### src/hw/controller_pkg.sv
// HCI command descriptor layout and response word encoding, imported by the flow FSM
`default_nettype none

package controller_pkg;

  // Command attribute codes
  localparam logic [1:0] CmdAttrRegular = 2'd0;
  localparam logic [1:0] CmdAttrImmed   = 2'd1;

  // One descriptor word, read as regular or immediate depending on attr
  typedef union packed {
    struct packed {
      logic [1:0] attr;
      logic [3:0] tid;
      logic       rnw;
      logic [6:0] addr;
      logic [7:0] data_len;
      logic [9:0] reserved;
    } regular;
    struct packed {
      logic [1:0] attr;
      logic [3:0] tid;
      logic [1:0] byte_cnt;
      logic [6:0] addr;
      logic [7:0] data0;
      logic [7:0] data1;
      logic       reserved;
    } immed;
  } hci_cmd_t;

  // Response word field positions
  localparam int unsigned RespStatusLsb = 28;
  localparam int unsigned RespTidLsb    = 24;
  localparam int unsigned RespLenLsb    = 0;

  localparam logic [3:0] StatusOk       = 4'd0;
  localparam logic [3:0] StatusAddrNack = 4'd1;
  localparam logic [3:0] StatusDataNack = 4'd2;
  localparam logic [3:0] StatusBadAttr  = 4'd3;

endpackage

`default_nettype wire

### src/hw/i2c_pkg.sv
// Format entry flags and I2C bus levels shared by the flow FSM and the bit-level controller
`default_nettype none

package i2c_pkg;

  // Format entry flag positions
  localparam int unsigned FmtFlagWidth   = 5;
  localparam int unsigned FmtStartBefore = 0;
  localparam int unsigned FmtStopAfter   = 1;
  localparam int unsigned FmtReadByte    = 2;
  localparam int unsigned FmtReadLast    = 3;
  localparam int unsigned FmtStopOnly    = 4;

  // R/W bit after the 7-bit address
  localparam logic AddrWrite = 1'b0;
  localparam logic AddrRead  = 1'b1;

  // Open-drain levels
  localparam logic BusRelease = 1'b1;
  localparam logic SdaAck     = 1'b0;
  localparam logic SdaNack    = 1'b1;

endpackage

`default_nettype wire

### src/hw/flow_active.sv
// Command flow FSM: pops HCI descriptors, issues I2C format entries and writes one response each
`timescale 1ns/100ps
`default_nettype none

module flow_active (
  input  logic                             clk_i,
  input  logic                             rst_n_i,
  input  logic                             fsm_en_i,
  output logic                             idle_o,
  input  logic                             cmd_queue_rvalid_i,
  output logic                             cmd_queue_rready_o,
  input  logic [31:0]                      cmd_queue_rdata_i,
  input  logic                             tx_queue_rvalid_i,
  output logic                             tx_queue_rready_o,
  input  logic [7:0]                       tx_queue_rdata_i,
  output logic                             rx_queue_wvalid_o,
  input  logic                             rx_queue_wready_i,
  output logic [7:0]                       rx_queue_wdata_o,
  output logic                             resp_queue_wvalid_o,
  input  logic                             resp_queue_wready_i,
  output logic [31:0]                      resp_queue_wdata_o,
  output logic                             fmt_valid_o,
  output logic [7:0]                       fmt_byte_o,
  output logic [i2c_pkg::FmtFlagWidth-1:0] fmt_flags_o,
  input  logic                             fmt_ready_i,
  input  logic                             byte_done_i,
  input  logic                             nak_i,
  input  logic [7:0]                       rx_byte_i
);
  import controller_pkg::*;
  import i2c_pkg::*;

  localparam logic [3:0] StIdle     = 4'd0;
  localparam logic [3:0] StDecode   = 4'd1;
  localparam logic [3:0] StAddr     = 4'd2;
  localparam logic [3:0] StAddrWait = 4'd3;
  localparam logic [3:0] StFetch    = 4'd4;
  localparam logic [3:0] StData     = 4'd5;
  localparam logic [3:0] StDataWait = 4'd6;
  localparam logic [3:0] StRxPush   = 4'd7;
  localparam logic [3:0] StStop     = 4'd8;
  localparam logic [3:0] StStopWait = 4'd9;
  localparam logic [3:0] StResp     = 4'd10;

  logic [3:0] state_q;
  hci_cmd_t   cmd_q;
  logic [7:0] len_q;
  logic [7:0] cnt_q;
  logic [3:0] status_q;
  logic [7:0] data_q;
  logic [7:0] rx_q;
  logic       is_immed;
  logic       is_read;
  logic       last_byte;
  logic [6:0] tgt_addr;

  // Field decode depends on which union member the attr selects
  assign is_immed  = cmd_q.immed.attr == CmdAttrImmed;
  assign is_read   = !is_immed && cmd_q.regular.rnw;
  assign tgt_addr  = is_immed ? cmd_q.immed.addr : cmd_q.regular.addr;
  assign last_byte = (cnt_q + 8'd1) == len_q;

  assign idle_o              = state_q == StIdle;
  assign cmd_queue_rready_o  = idle_o && fsm_en_i;
  assign tx_queue_rready_o   = (state_q == StFetch) && !is_immed;
  assign rx_queue_wvalid_o   = state_q == StRxPush;
  assign rx_queue_wdata_o    = rx_q;
  assign resp_queue_wvalid_o = state_q == StResp;

  always_comb begin
    resp_queue_wdata_o = '0;
    resp_queue_wdata_o[RespStatusLsb +: 4] = status_q;
    resp_queue_wdata_o[RespTidLsb +: 4]    = cmd_q.regular.tid;
    resp_queue_wdata_o[RespLenLsb +: 16]   = 16'(cnt_q);
  end

  assign fmt_valid_o = state_q inside {StAddr, StData, StStop};
  assign fmt_byte_o  = (state_q == StAddr) ? {tgt_addr, is_read ? AddrRead : AddrWrite} : data_q;

  always_comb begin
    fmt_flags_o = '0;
    case (state_q)
      StAddr: begin
        fmt_flags_o[FmtStartBefore] = 1'b1;
        fmt_flags_o[FmtStopAfter]   = len_q == 8'd0;
      end
      StData: begin
        fmt_flags_o[FmtStopAfter] = last_byte;
        fmt_flags_o[FmtReadByte]  = is_read;
        fmt_flags_o[FmtReadLast]  = is_read && last_byte;
      end
      StStop: fmt_flags_o[FmtStopOnly] = 1'b1;
      default: fmt_flags_o = '0;
    endcase
  end

  always_ff @(posedge clk_i or negedge rst_n_i) begin
    if (!rst_n_i) begin
      state_q  <= StIdle;
      len_q    <= '0;
      cnt_q    <= '0;
      status_q <= StatusOk;
    end else begin
      case (state_q)
        StIdle: begin
          if (cmd_queue_rvalid_i && fsm_en_i) begin
            cnt_q    <= '0;
            status_q <= StatusOk;
            state_q  <= StDecode;
          end
        end
        StDecode: begin
          len_q <= is_immed ? 8'(cmd_q.immed.byte_cnt) : cmd_q.regular.data_len;
          if (cmd_q.regular.attr inside {CmdAttrRegular, CmdAttrImmed}) begin
            state_q <= StAddr;
          end else begin
            status_q <= StatusBadAttr;
            state_q  <= StResp;
          end
        end
        StAddr: if (fmt_ready_i) state_q <= StAddrWait;
        StAddrWait: begin
          if (byte_done_i) begin
            if (nak_i) begin
              status_q <= StatusAddrNack;
              // A zero-length entry already carried the STOP
              state_q  <= (len_q == 8'd0) ? StResp : StStop;
            end else if (len_q == 8'd0) begin
              state_q <= StResp;
            end else begin
              state_q <= is_read ? StData : StFetch;
            end
          end
        end
        StFetch: if (is_immed || tx_queue_rvalid_i) state_q <= StData;
        StData: if (fmt_ready_i) state_q <= StDataWait;
        StDataWait: begin
          if (byte_done_i) begin
            if (is_read) begin
              state_q <= StRxPush;
            end else if (nak_i) begin
              status_q <= StatusDataNack;
              state_q  <= last_byte ? StResp : StStop;
            end else begin
              cnt_q   <= cnt_q + 8'd1;
              state_q <= last_byte ? StResp : StFetch;
            end
          end
        end
        StRxPush: begin
          if (rx_queue_wready_i) begin
            cnt_q   <= cnt_q + 8'd1;
            state_q <= last_byte ? StResp : StData;
          end
        end
        StStop: if (fmt_ready_i) state_q <= StStopWait;
        StStopWait: if (byte_done_i) state_q <= StResp;
        StResp: if (resp_queue_wready_i) state_q <= StIdle;
        default: state_q <= StIdle;
      endcase
    end
  end

  always_ff @(posedge clk_i) begin
    if (cmd_queue_rready_o && cmd_queue_rvalid_i) begin
      cmd_q <= cmd_queue_rdata_i;
    end
    if (state_q == StFetch) begin
      if (is_immed) begin
        data_q <= (cnt_q == 8'd0) ? cmd_q.immed.data0 : cmd_q.immed.data1;
      end else begin
        data_q <= tx_queue_rdata_i;
      end
    end
    if ((state_q == StDataWait) && byte_done_i) begin
      rx_q <= rx_byte_i;
    end
  end

endmodule

`default_nettype wire

### src/hw/i2c_controller_fsm.sv
// Bit-level I2C master that turns format entries into START, data, ACK and STOP on SCL/SDA
`timescale 1ns/100ps
`default_nettype none

module i2c_controller_fsm #(
  parameter int unsigned ClkDiv = 4
) (
  input  logic                             clk_i,
  input  logic                             rst_n_i,
  input  logic                             scl_i,
  input  logic                             sda_i,
  output logic                             scl_o,
  output logic                             sda_o,
  input  logic                             fmt_valid_i,
  input  logic [7:0]                       fmt_byte_i,
  input  logic [i2c_pkg::FmtFlagWidth-1:0] fmt_flags_i,
  output logic                             fmt_ready_o,
  output logic                             byte_done_o,
  output logic                             nak_o,
  output logic [7:0]                       rx_byte_o
);
  import i2c_pkg::*;

  localparam int unsigned DivWidth = $clog2(ClkDiv + 1);
  localparam logic [DivWidth-1:0] DivLast = DivWidth'(ClkDiv - 1);

  localparam logic [2:0] StIdle  = 3'd0;
  localparam logic [2:0] StStart = 3'd1;
  localparam logic [2:0] StBits  = 3'd2;
  localparam logic [2:0] StAck   = 3'd3;
  localparam logic [2:0] StTail  = 3'd4;

  logic [2:0]              state_q;
  logic [1:0]              qtr_q;
  logic [DivWidth-1:0]     div_q;
  logic [2:0]              bit_q;
  logic                    scl_q;
  logic                    sda_q;
  logic                    done_q;
  logic                    nak_q;
  logic [7:0]              shift_q;
  logic [FmtFlagWidth-1:0] flags_q;
  logic                    tick;
  logic                    is_read;
  logic                    do_stop;

  // Quarter tick only once the bus has followed the driven SCL level
  assign tick    = (div_q == DivLast) && (scl_i == scl_q);
  assign is_read = flags_q[FmtReadByte];
  assign do_stop = flags_q[FmtStopAfter] || flags_q[FmtStopOnly];

  assign fmt_ready_o = (state_q == StIdle) && fmt_valid_i;
  assign scl_o       = scl_q;
  assign sda_o       = sda_q;
  assign byte_done_o = done_q;
  assign nak_o       = nak_q;
  assign rx_byte_o   = shift_q;

  always_ff @(posedge clk_i or negedge rst_n_i) begin
    if (!rst_n_i) begin
      state_q <= StIdle;
      qtr_q   <= '0;
      div_q   <= '0;
      bit_q   <= '0;
      scl_q   <= BusRelease;
      sda_q   <= BusRelease;
      done_q  <= 1'b0;
      nak_q   <= 1'b0;
    end else begin
      done_q <= 1'b0;
      if (state_q == StIdle) begin
        // SCL stays where the last entry left it
        div_q <= '0;
        qtr_q <= '0;
        if (fmt_ready_o) begin
          bit_q <= 3'd7;
          nak_q <= 1'b0;
          if (fmt_flags_i[FmtStopOnly]) begin
            state_q <= StTail;
          end else if (fmt_flags_i[FmtStartBefore]) begin
            state_q <= StStart;
          end else begin
            state_q <= StBits;
          end
        end
      end else if (tick) begin
        div_q <= '0;
        qtr_q <= qtr_q + 2'd1;
        case (state_q)
          StStart: begin
            case (qtr_q)
              2'd0: sda_q <= BusRelease;
              2'd1: scl_q <= BusRelease;
              2'd2: sda_q <= 1'b0;
              default: state_q <= StBits;
            endcase
          end
          StBits: begin
            case (qtr_q)
              2'd0: scl_q <= 1'b0;
              2'd1: sda_q <= is_read ? BusRelease : shift_q[7];
              2'd2: scl_q <= BusRelease;
              default: begin
                bit_q <= bit_q - 3'd1;
                if (bit_q == 3'd0) state_q <= StAck;
              end
            endcase
          end
          StAck: begin
            case (qtr_q)
              2'd0: scl_q <= 1'b0;
              2'd1: begin
                if (is_read) begin
                  sda_q <= flags_q[FmtReadLast] ? SdaNack : SdaAck;
                end else begin
                  sda_q <= BusRelease;
                end
              end
              2'd2: scl_q <= BusRelease;
              default: begin
                if (!is_read) nak_q <= sda_i == SdaNack;
                state_q <= StTail;
              end
            endcase
          end
          StTail: begin
            // Pull SCL low, then optionally a STOP
            case (qtr_q)
              2'd0: begin
                scl_q <= 1'b0;
                if (!do_stop) begin
                  done_q  <= 1'b1;
                  state_q <= StIdle;
                end
              end
              2'd1: sda_q <= 1'b0;
              2'd2: scl_q <= BusRelease;
              default: begin
                sda_q   <= BusRelease;
                done_q  <= 1'b1;
                state_q <= StIdle;
              end
            endcase
          end
          default: state_q <= StIdle;
        endcase
      end else if (div_q != DivLast) begin
        div_q <= div_q + 1'b1;
      end
    end
  end

  // Shift register serves both directions, MSB first
  always_ff @(posedge clk_i) begin
    if (fmt_ready_o) begin
      shift_q <= fmt_byte_i;
      flags_q <= fmt_flags_i;
    end else if ((state_q == StBits) && tick && (qtr_q == 2'd3)) begin
      shift_q <= {shift_q[6:0], sda_i};
    end
  end

endmodule

`default_nettype wire

### src/hw/controller_active.sv
// Active-mode I2C host top: joins the command flow FSM to the bit-level bus controller
`timescale 1ns/100ps
`default_nettype none

module controller_active #(
  parameter int unsigned ClkDiv = 4
) (
  input  logic        clk_i,
  input  logic        rst_n_i,
  input  logic        fsm_en_i,
  output logic        idle_o,
  input  logic        cmd_queue_rvalid_i,
  output logic        cmd_queue_rready_o,
  input  logic [31:0] cmd_queue_rdata_i,
  input  logic        tx_queue_rvalid_i,
  output logic        tx_queue_rready_o,
  input  logic [7:0]  tx_queue_rdata_i,
  output logic        rx_queue_wvalid_o,
  input  logic        rx_queue_wready_i,
  output logic [7:0]  rx_queue_wdata_o,
  output logic        resp_queue_wvalid_o,
  input  logic        resp_queue_wready_i,
  output logic [31:0] resp_queue_wdata_o,
  input  logic        scl_i,
  input  logic        sda_i,
  output logic        scl_o,
  output logic        sda_o
);
  import i2c_pkg::*;

  // Format entry link
  logic                    fmt_valid;
  logic [7:0]              fmt_byte;
  logic [FmtFlagWidth-1:0] fmt_flags;
  logic                    fmt_ready;
  logic                    byte_done;
  logic                    nak;
  logic [7:0]              rx_byte;

  flow_active u_flow (
    .clk_i,
    .rst_n_i,
    .fsm_en_i,
    .idle_o,
    .cmd_queue_rvalid_i,
    .cmd_queue_rready_o,
    .cmd_queue_rdata_i,
    .tx_queue_rvalid_i,
    .tx_queue_rready_o,
    .tx_queue_rdata_i,
    .rx_queue_wvalid_o,
    .rx_queue_wready_i,
    .rx_queue_wdata_o,
    .resp_queue_wvalid_o,
    .resp_queue_wready_i,
    .resp_queue_wdata_o,
    .fmt_valid_o (fmt_valid),
    .fmt_byte_o  (fmt_byte),
    .fmt_flags_o (fmt_flags),
    .fmt_ready_i (fmt_ready),
    .byte_done_i (byte_done),
    .nak_i       (nak),
    .rx_byte_i   (rx_byte)
  );

  i2c_controller_fsm #(
    .ClkDiv(ClkDiv)
  ) u_i2c_fsm (
    .clk_i,
    .rst_n_i,
    .scl_i,
    .sda_i,
    .scl_o,
    .sda_o,
    .fmt_valid_i (fmt_valid),
    .fmt_byte_i  (fmt_byte),
    .fmt_flags_i (fmt_flags),
    .fmt_ready_o (fmt_ready),
    .byte_done_o (byte_done),
    .nak_o       (nak),
    .rx_byte_o   (rx_byte)
  );

endmodule

`default_nettype wire

### config.mk
export PLATFORM = sky130hd
export DESIGN_NAME = controller_active
export DESIGN_NICKNAME = d
export VERILOG_FILES = /design/src/hw/controller_pkg.sv /design/src/hw/i2c_pkg.sv /design/src/hw/flow_active.sv /design/src/hw/i2c_controller_fsm.sv /design/src/hw/controller_active.sv
export SDC_FILE = /design/constraint.sdc
export NUM_CORES = 1
export LEC_CHECK = 0
export CAP_MARGIN = 5
export CORE_MARGIN = 2
export CORE_UTILIZATION = 39
export CTS_BUF_LIST = sky130_fd_sc_hd__clkbuf_2 sky130_fd_sc_hd__clkbuf_4 sky130_fd_sc_hd__clkbuf_8
export DETAILED_ROUTE_END_ITERATION = 7
export DONT_BUFFER_PORTS = 1
export PLACE_DENSITY = 0.55
export REMOVE_ABC_BUFFERS = 1
export SLEW_MARGIN = 20
export SYNTH_ARGS = -nofsm -noshare
export SYNTH_HDL_FRONTEND = slang
export SYNTH_SLANG_ARGS = --single-unit
### constraint.sdc
create_clock -name clk_i -period 2.93 [get_ports clk_i]
set_clock_uncertainty 0.15 [all_clocks]
set_input_delay 0.293 -clock clk_i [delete_from_list [all_inputs] [get_ports clk_i]]
set_output_delay 0.293 -clock clk_i [all_outputs]
set_load 0.1 [all_outputs]
==> metrics.md <==
| Metric | Value |
|---|---|
| Synth cell count leaders | nand2_1 (84), edfxtp_1 (59), o21ai_0 (50) |
| Die area | 0.0145 mm^2 |
| Cells after synthesis | 535 |
| P_int | 3.01 mW |
| Setup slack after layout | 0.356 ns |
| Core ar. | 0.0132 mm^2 |
| Crit-path leading delay family | simple AND/OR/NAND/NOR gates |
| Cell Area, Synth | 0.00530 mm^2 |
| Clock-pin slew on the worst setup and hold paths | 0.10 ns |
| Worst-Margin Slew | 0.950 ns |
| Yosys reg bits | 96 |
| Maxcap violations | 0 |
| Clock Tree Buf Depth | 2 |
| Final setup vio count | 0 |
| Sequential area share after synthesis | 51.0% |
| Status | finished, final reports clean |
| CTS H-tree lvls | 3 |
| Die width | 121 um |
| Synth Flop Type | edfxtp_1 |
| CP Capture Type | output port |
| Crit share post-route | 87.9% |
| Placement Setup Slack | 0.401 ns |
| Placed cell count | 702 |
| Setup TNS | 0 ns |
| Area share of the largest cell type after synthesis | 33.4% |
| Main area contributors after synthesis | edfxtp_1 (33%), dfrtp_1 (17%), nand2_1 (6.0%), o21ai_0 (4.7%), a21oi_1 (3.6%) |
| RSZ-0062 raised after global routing | no |
| Flop pwr share | 39.9% |
| Cell mode on critical path | buf_4 |
| # rows | 42 |
| Root Driver | clkbuf_8 |
| Overall routing resource usage | 17.2% |
| Slowest-stage cell, CP | dfrtp_1 |
| Cell area after layout | 0.00614 mm^2 |
| IO Pins | 96 |
| Placed inst area | 0.00553 mm^2 |
| Slew headroom | 36.7% |
| Fin. max-slew vios | 0 |
| Setup Crit Path Kind | reg2out |
| Comb power frac | 41.0% |
| Crit path time final | 2.57 ns |
| Routed WL | 12.1 mm |
| Final net count | 634 |
| Cts repair resizes | 0 |
| Power Dens Cells | 864 mW/mm^2 |
| Vias | 3993 |
| Top cell type by total area after synthesis | edfxtp_1 |
| Peak VDD IR | 0.396 mV |
| Chip Height | 121 um |
| Final hold slack | 0.0184 ns |
| IO Port Bufs | 0 |
| Fin. Hold Viols | 0 |
| Clk_lat worst skew | 0.38 ns |
| Hold Path Sink | u_flow.data_q[2] |
| Number of global-route vias before repair | 3936 |
| Routed wire length per instance | 16.1 um |
| Syn Area/Cell | 9.90 um^2 |
| Initial Util | 40.0% |
| Number of synthesized flops with an enable pin | 59 |
| Worst EP arrival | 2.13 ns |
| Ant. Diodes | 0 |
| DRT iter0 DRCs | 306 |
| WP buf/inv | 2 |
| Hold Path Origin | tx_queue_rdata_i[2] |
| Total CTS buffers | 9 |
| Residual DRC count | 0 |
| Final core utilization | 46.4% |
| Critical path peak fanout | 11 |
| Post-synth ARST share | 38.5% |
| Cell leakage power | 2.46 nW |
| R2R depth | 5 |
| First-pass detailed-route iteration total | 4 |
| Synth warn | 0 |
| GPL Wtd Cong | 0.913 |
| Synth-to-Final Area Change | 15.9% |
| Largest net degree at the start of global routing | 38 |
| Layout cells sized above 1 | 10.4% |
| CP startpoint kind | register |
| Reg2Reg Launch Point | u_flow.state_q[3] |
| CTS tree | built |
| Max Fclk | 0.388 GHz |
| Total chip power | 5.31 mW |
| Initial antenna violation count | 0 |
| Clk pwr share | 19.2% |
| Worst EP required | 2.49 ns |
| Post-synth cell types | 68 |
| R2R Setup Slk | 0.36 ns |
| Routed vias/inst | 5.29 |
| Clock sink total | 96 |
| Total global routing overflow | 0 |
| Global-route wire length before repair | 19.6 mm |
| Hold Path Depth | 2 |
| Postcts setup bufs | 0 |
| Hold crit path type | in2reg |
| Sw power | 2.29 mW |
| Reg2reg end | u_i2c_fsm.state_q[0] |
| Post-DP HPWL | 8.61 mm |
| Slowest Stage Delay on Critical Path | 0.54 ns |
| Critical-path cell list | buf_4 > nor4_4 > and2_1 > buf_4 |
| Sw frac | 43.2% |
| ANT nets after route | 0 |
| Non-Filler Instances | 755 |
| Top-count cell post-synth | nand2_1 |
metal layers:
metal	up-vias	GRT usage (%)	part of all wire [%]
li1	1948	-	-
met1	1886	22.8	46
met2	141	26.9	46
met3	18	4.95	6.3
met4	0	6.10	1.7
met5	-	0	0
repair_timing:
item	4_1_cts	5_1_grt
setup endpoints to repair	0	0
hold buffers	37	0
endpoints found under the hold margin	73	0
power groups by stage:
stage / registers (mW) / clock network (mW) / logic, mW
after floorplan: 2.21 / 0 / 1.47
after global placement: 2.13 / 0 / 2.07
after detailed placement: 2.14 / 0 / 2.10
after CTS: 2.11 / 1.05 / 2.17
after global routing: 2.15 / 1.10 / 2.38
final: 2.11 / 1.02 / 2.17
how the worst max path moves through the flow:
stage,depth (start not counted),end,start
finish,4,cmd_queue_rready_o,u_flow.state_q[1]
global route,7,u_i2c_fsm.flags_q[3],u_flow.cnt_q[0]
CTS,4,cmd_queue_rready_o,u_flow.state_q[1]
detailed placement,5,u_i2c_fsm.state_q[0],u_flow.state_q[3]
global placement,5,u_i2c_fsm.state_q[0],u_flow.state_q[3]
floorplan,2,u_flow.cmd_q[10],u_flow.state_q[1]
layout by cell type (no fill, tap or decap), types with 5 or more instances in the layout:
| master | instances |
|---|---|
| nand2_1 | 84 |
| ha_1 | 11 |
| o211ai_1 | 5 |
| nor2b_1 | 7 |
| o21ai_0 | 50 |
| a21oi_1 | 38 |
| xnor2_1 | 9 |
| and2_1 | 6 |
| nand2b_1 | 7 |
| nor3_1 | 5 |
| dfrtp_1 | 35 |
| nor2_1 | 38 |
| o31ai_1 | 5 |
| edfxtp_1 | 59 |
| inv_1 | 15 |
| dlygate4sd3_1 | 36 |
| and3_1 | 6 |
| conb_1 | 18 |
| clkbuf_8 | 9 |
| buf_4 | 28 |
| nand3_1 | 10 |
| mux2i_1 | 12 |
cell type report:
type                            count  area, um^2
Clock buffer                       10         131
Fill cell                        1256        7100
Inverter                           15        56.3
Tap cell                          176         220
Multi-Input combinational cell    386        2320
Sequential cell                    96        2700
Timing Repair Buffer               66         618
Clock inverter                      6        97.6
worst reg2reg max path, delay by kind of cell, from the launching register on:
family          cells  cell delay, ns
simple gates        3            0.79
flops               1            0.76
compound gates      1            0.39
mux                 1            0.36
registers in the layout, indices dropped and copies added, names as in the netlist, 2 cells and up:
| name | count |
|---|---|
| u_flow.cmd_q | 31 |
| u_flow.cnt_q | 8 |
| u_flow.data_q | 8 |
| u_flow.len_q | 8 |
| u_flow.rx_queue_wdata_o | 8 |
| u_flow.state_q | 4 |
| u_flow.status_q | 2 |
| u_i2c_fsm.bit_q | 3 |
| u_i2c_fsm.div_q | 3 |
| u_i2c_fsm.flags_q | 4 |
| u_i2c_fsm.qtr_q | 2 |
| u_i2c_fsm.rx_byte_o | 8 |
| u_i2c_fsm.state_q | 3 |
cells by family after synthesis:
group	Yosys count	share of synthesized area [%]
muxes	16	3.12
DFF	96	51.0
adders and majority gates	11	2.60
xor gates and xnor gates	13	2.15
buffers and inverters	70	6.73
and+or+nand+nor	195	18.9
AOI/OAI and AO/OA	133	15.5
other	1	0.0708
(Power assumes the default switching activity.)
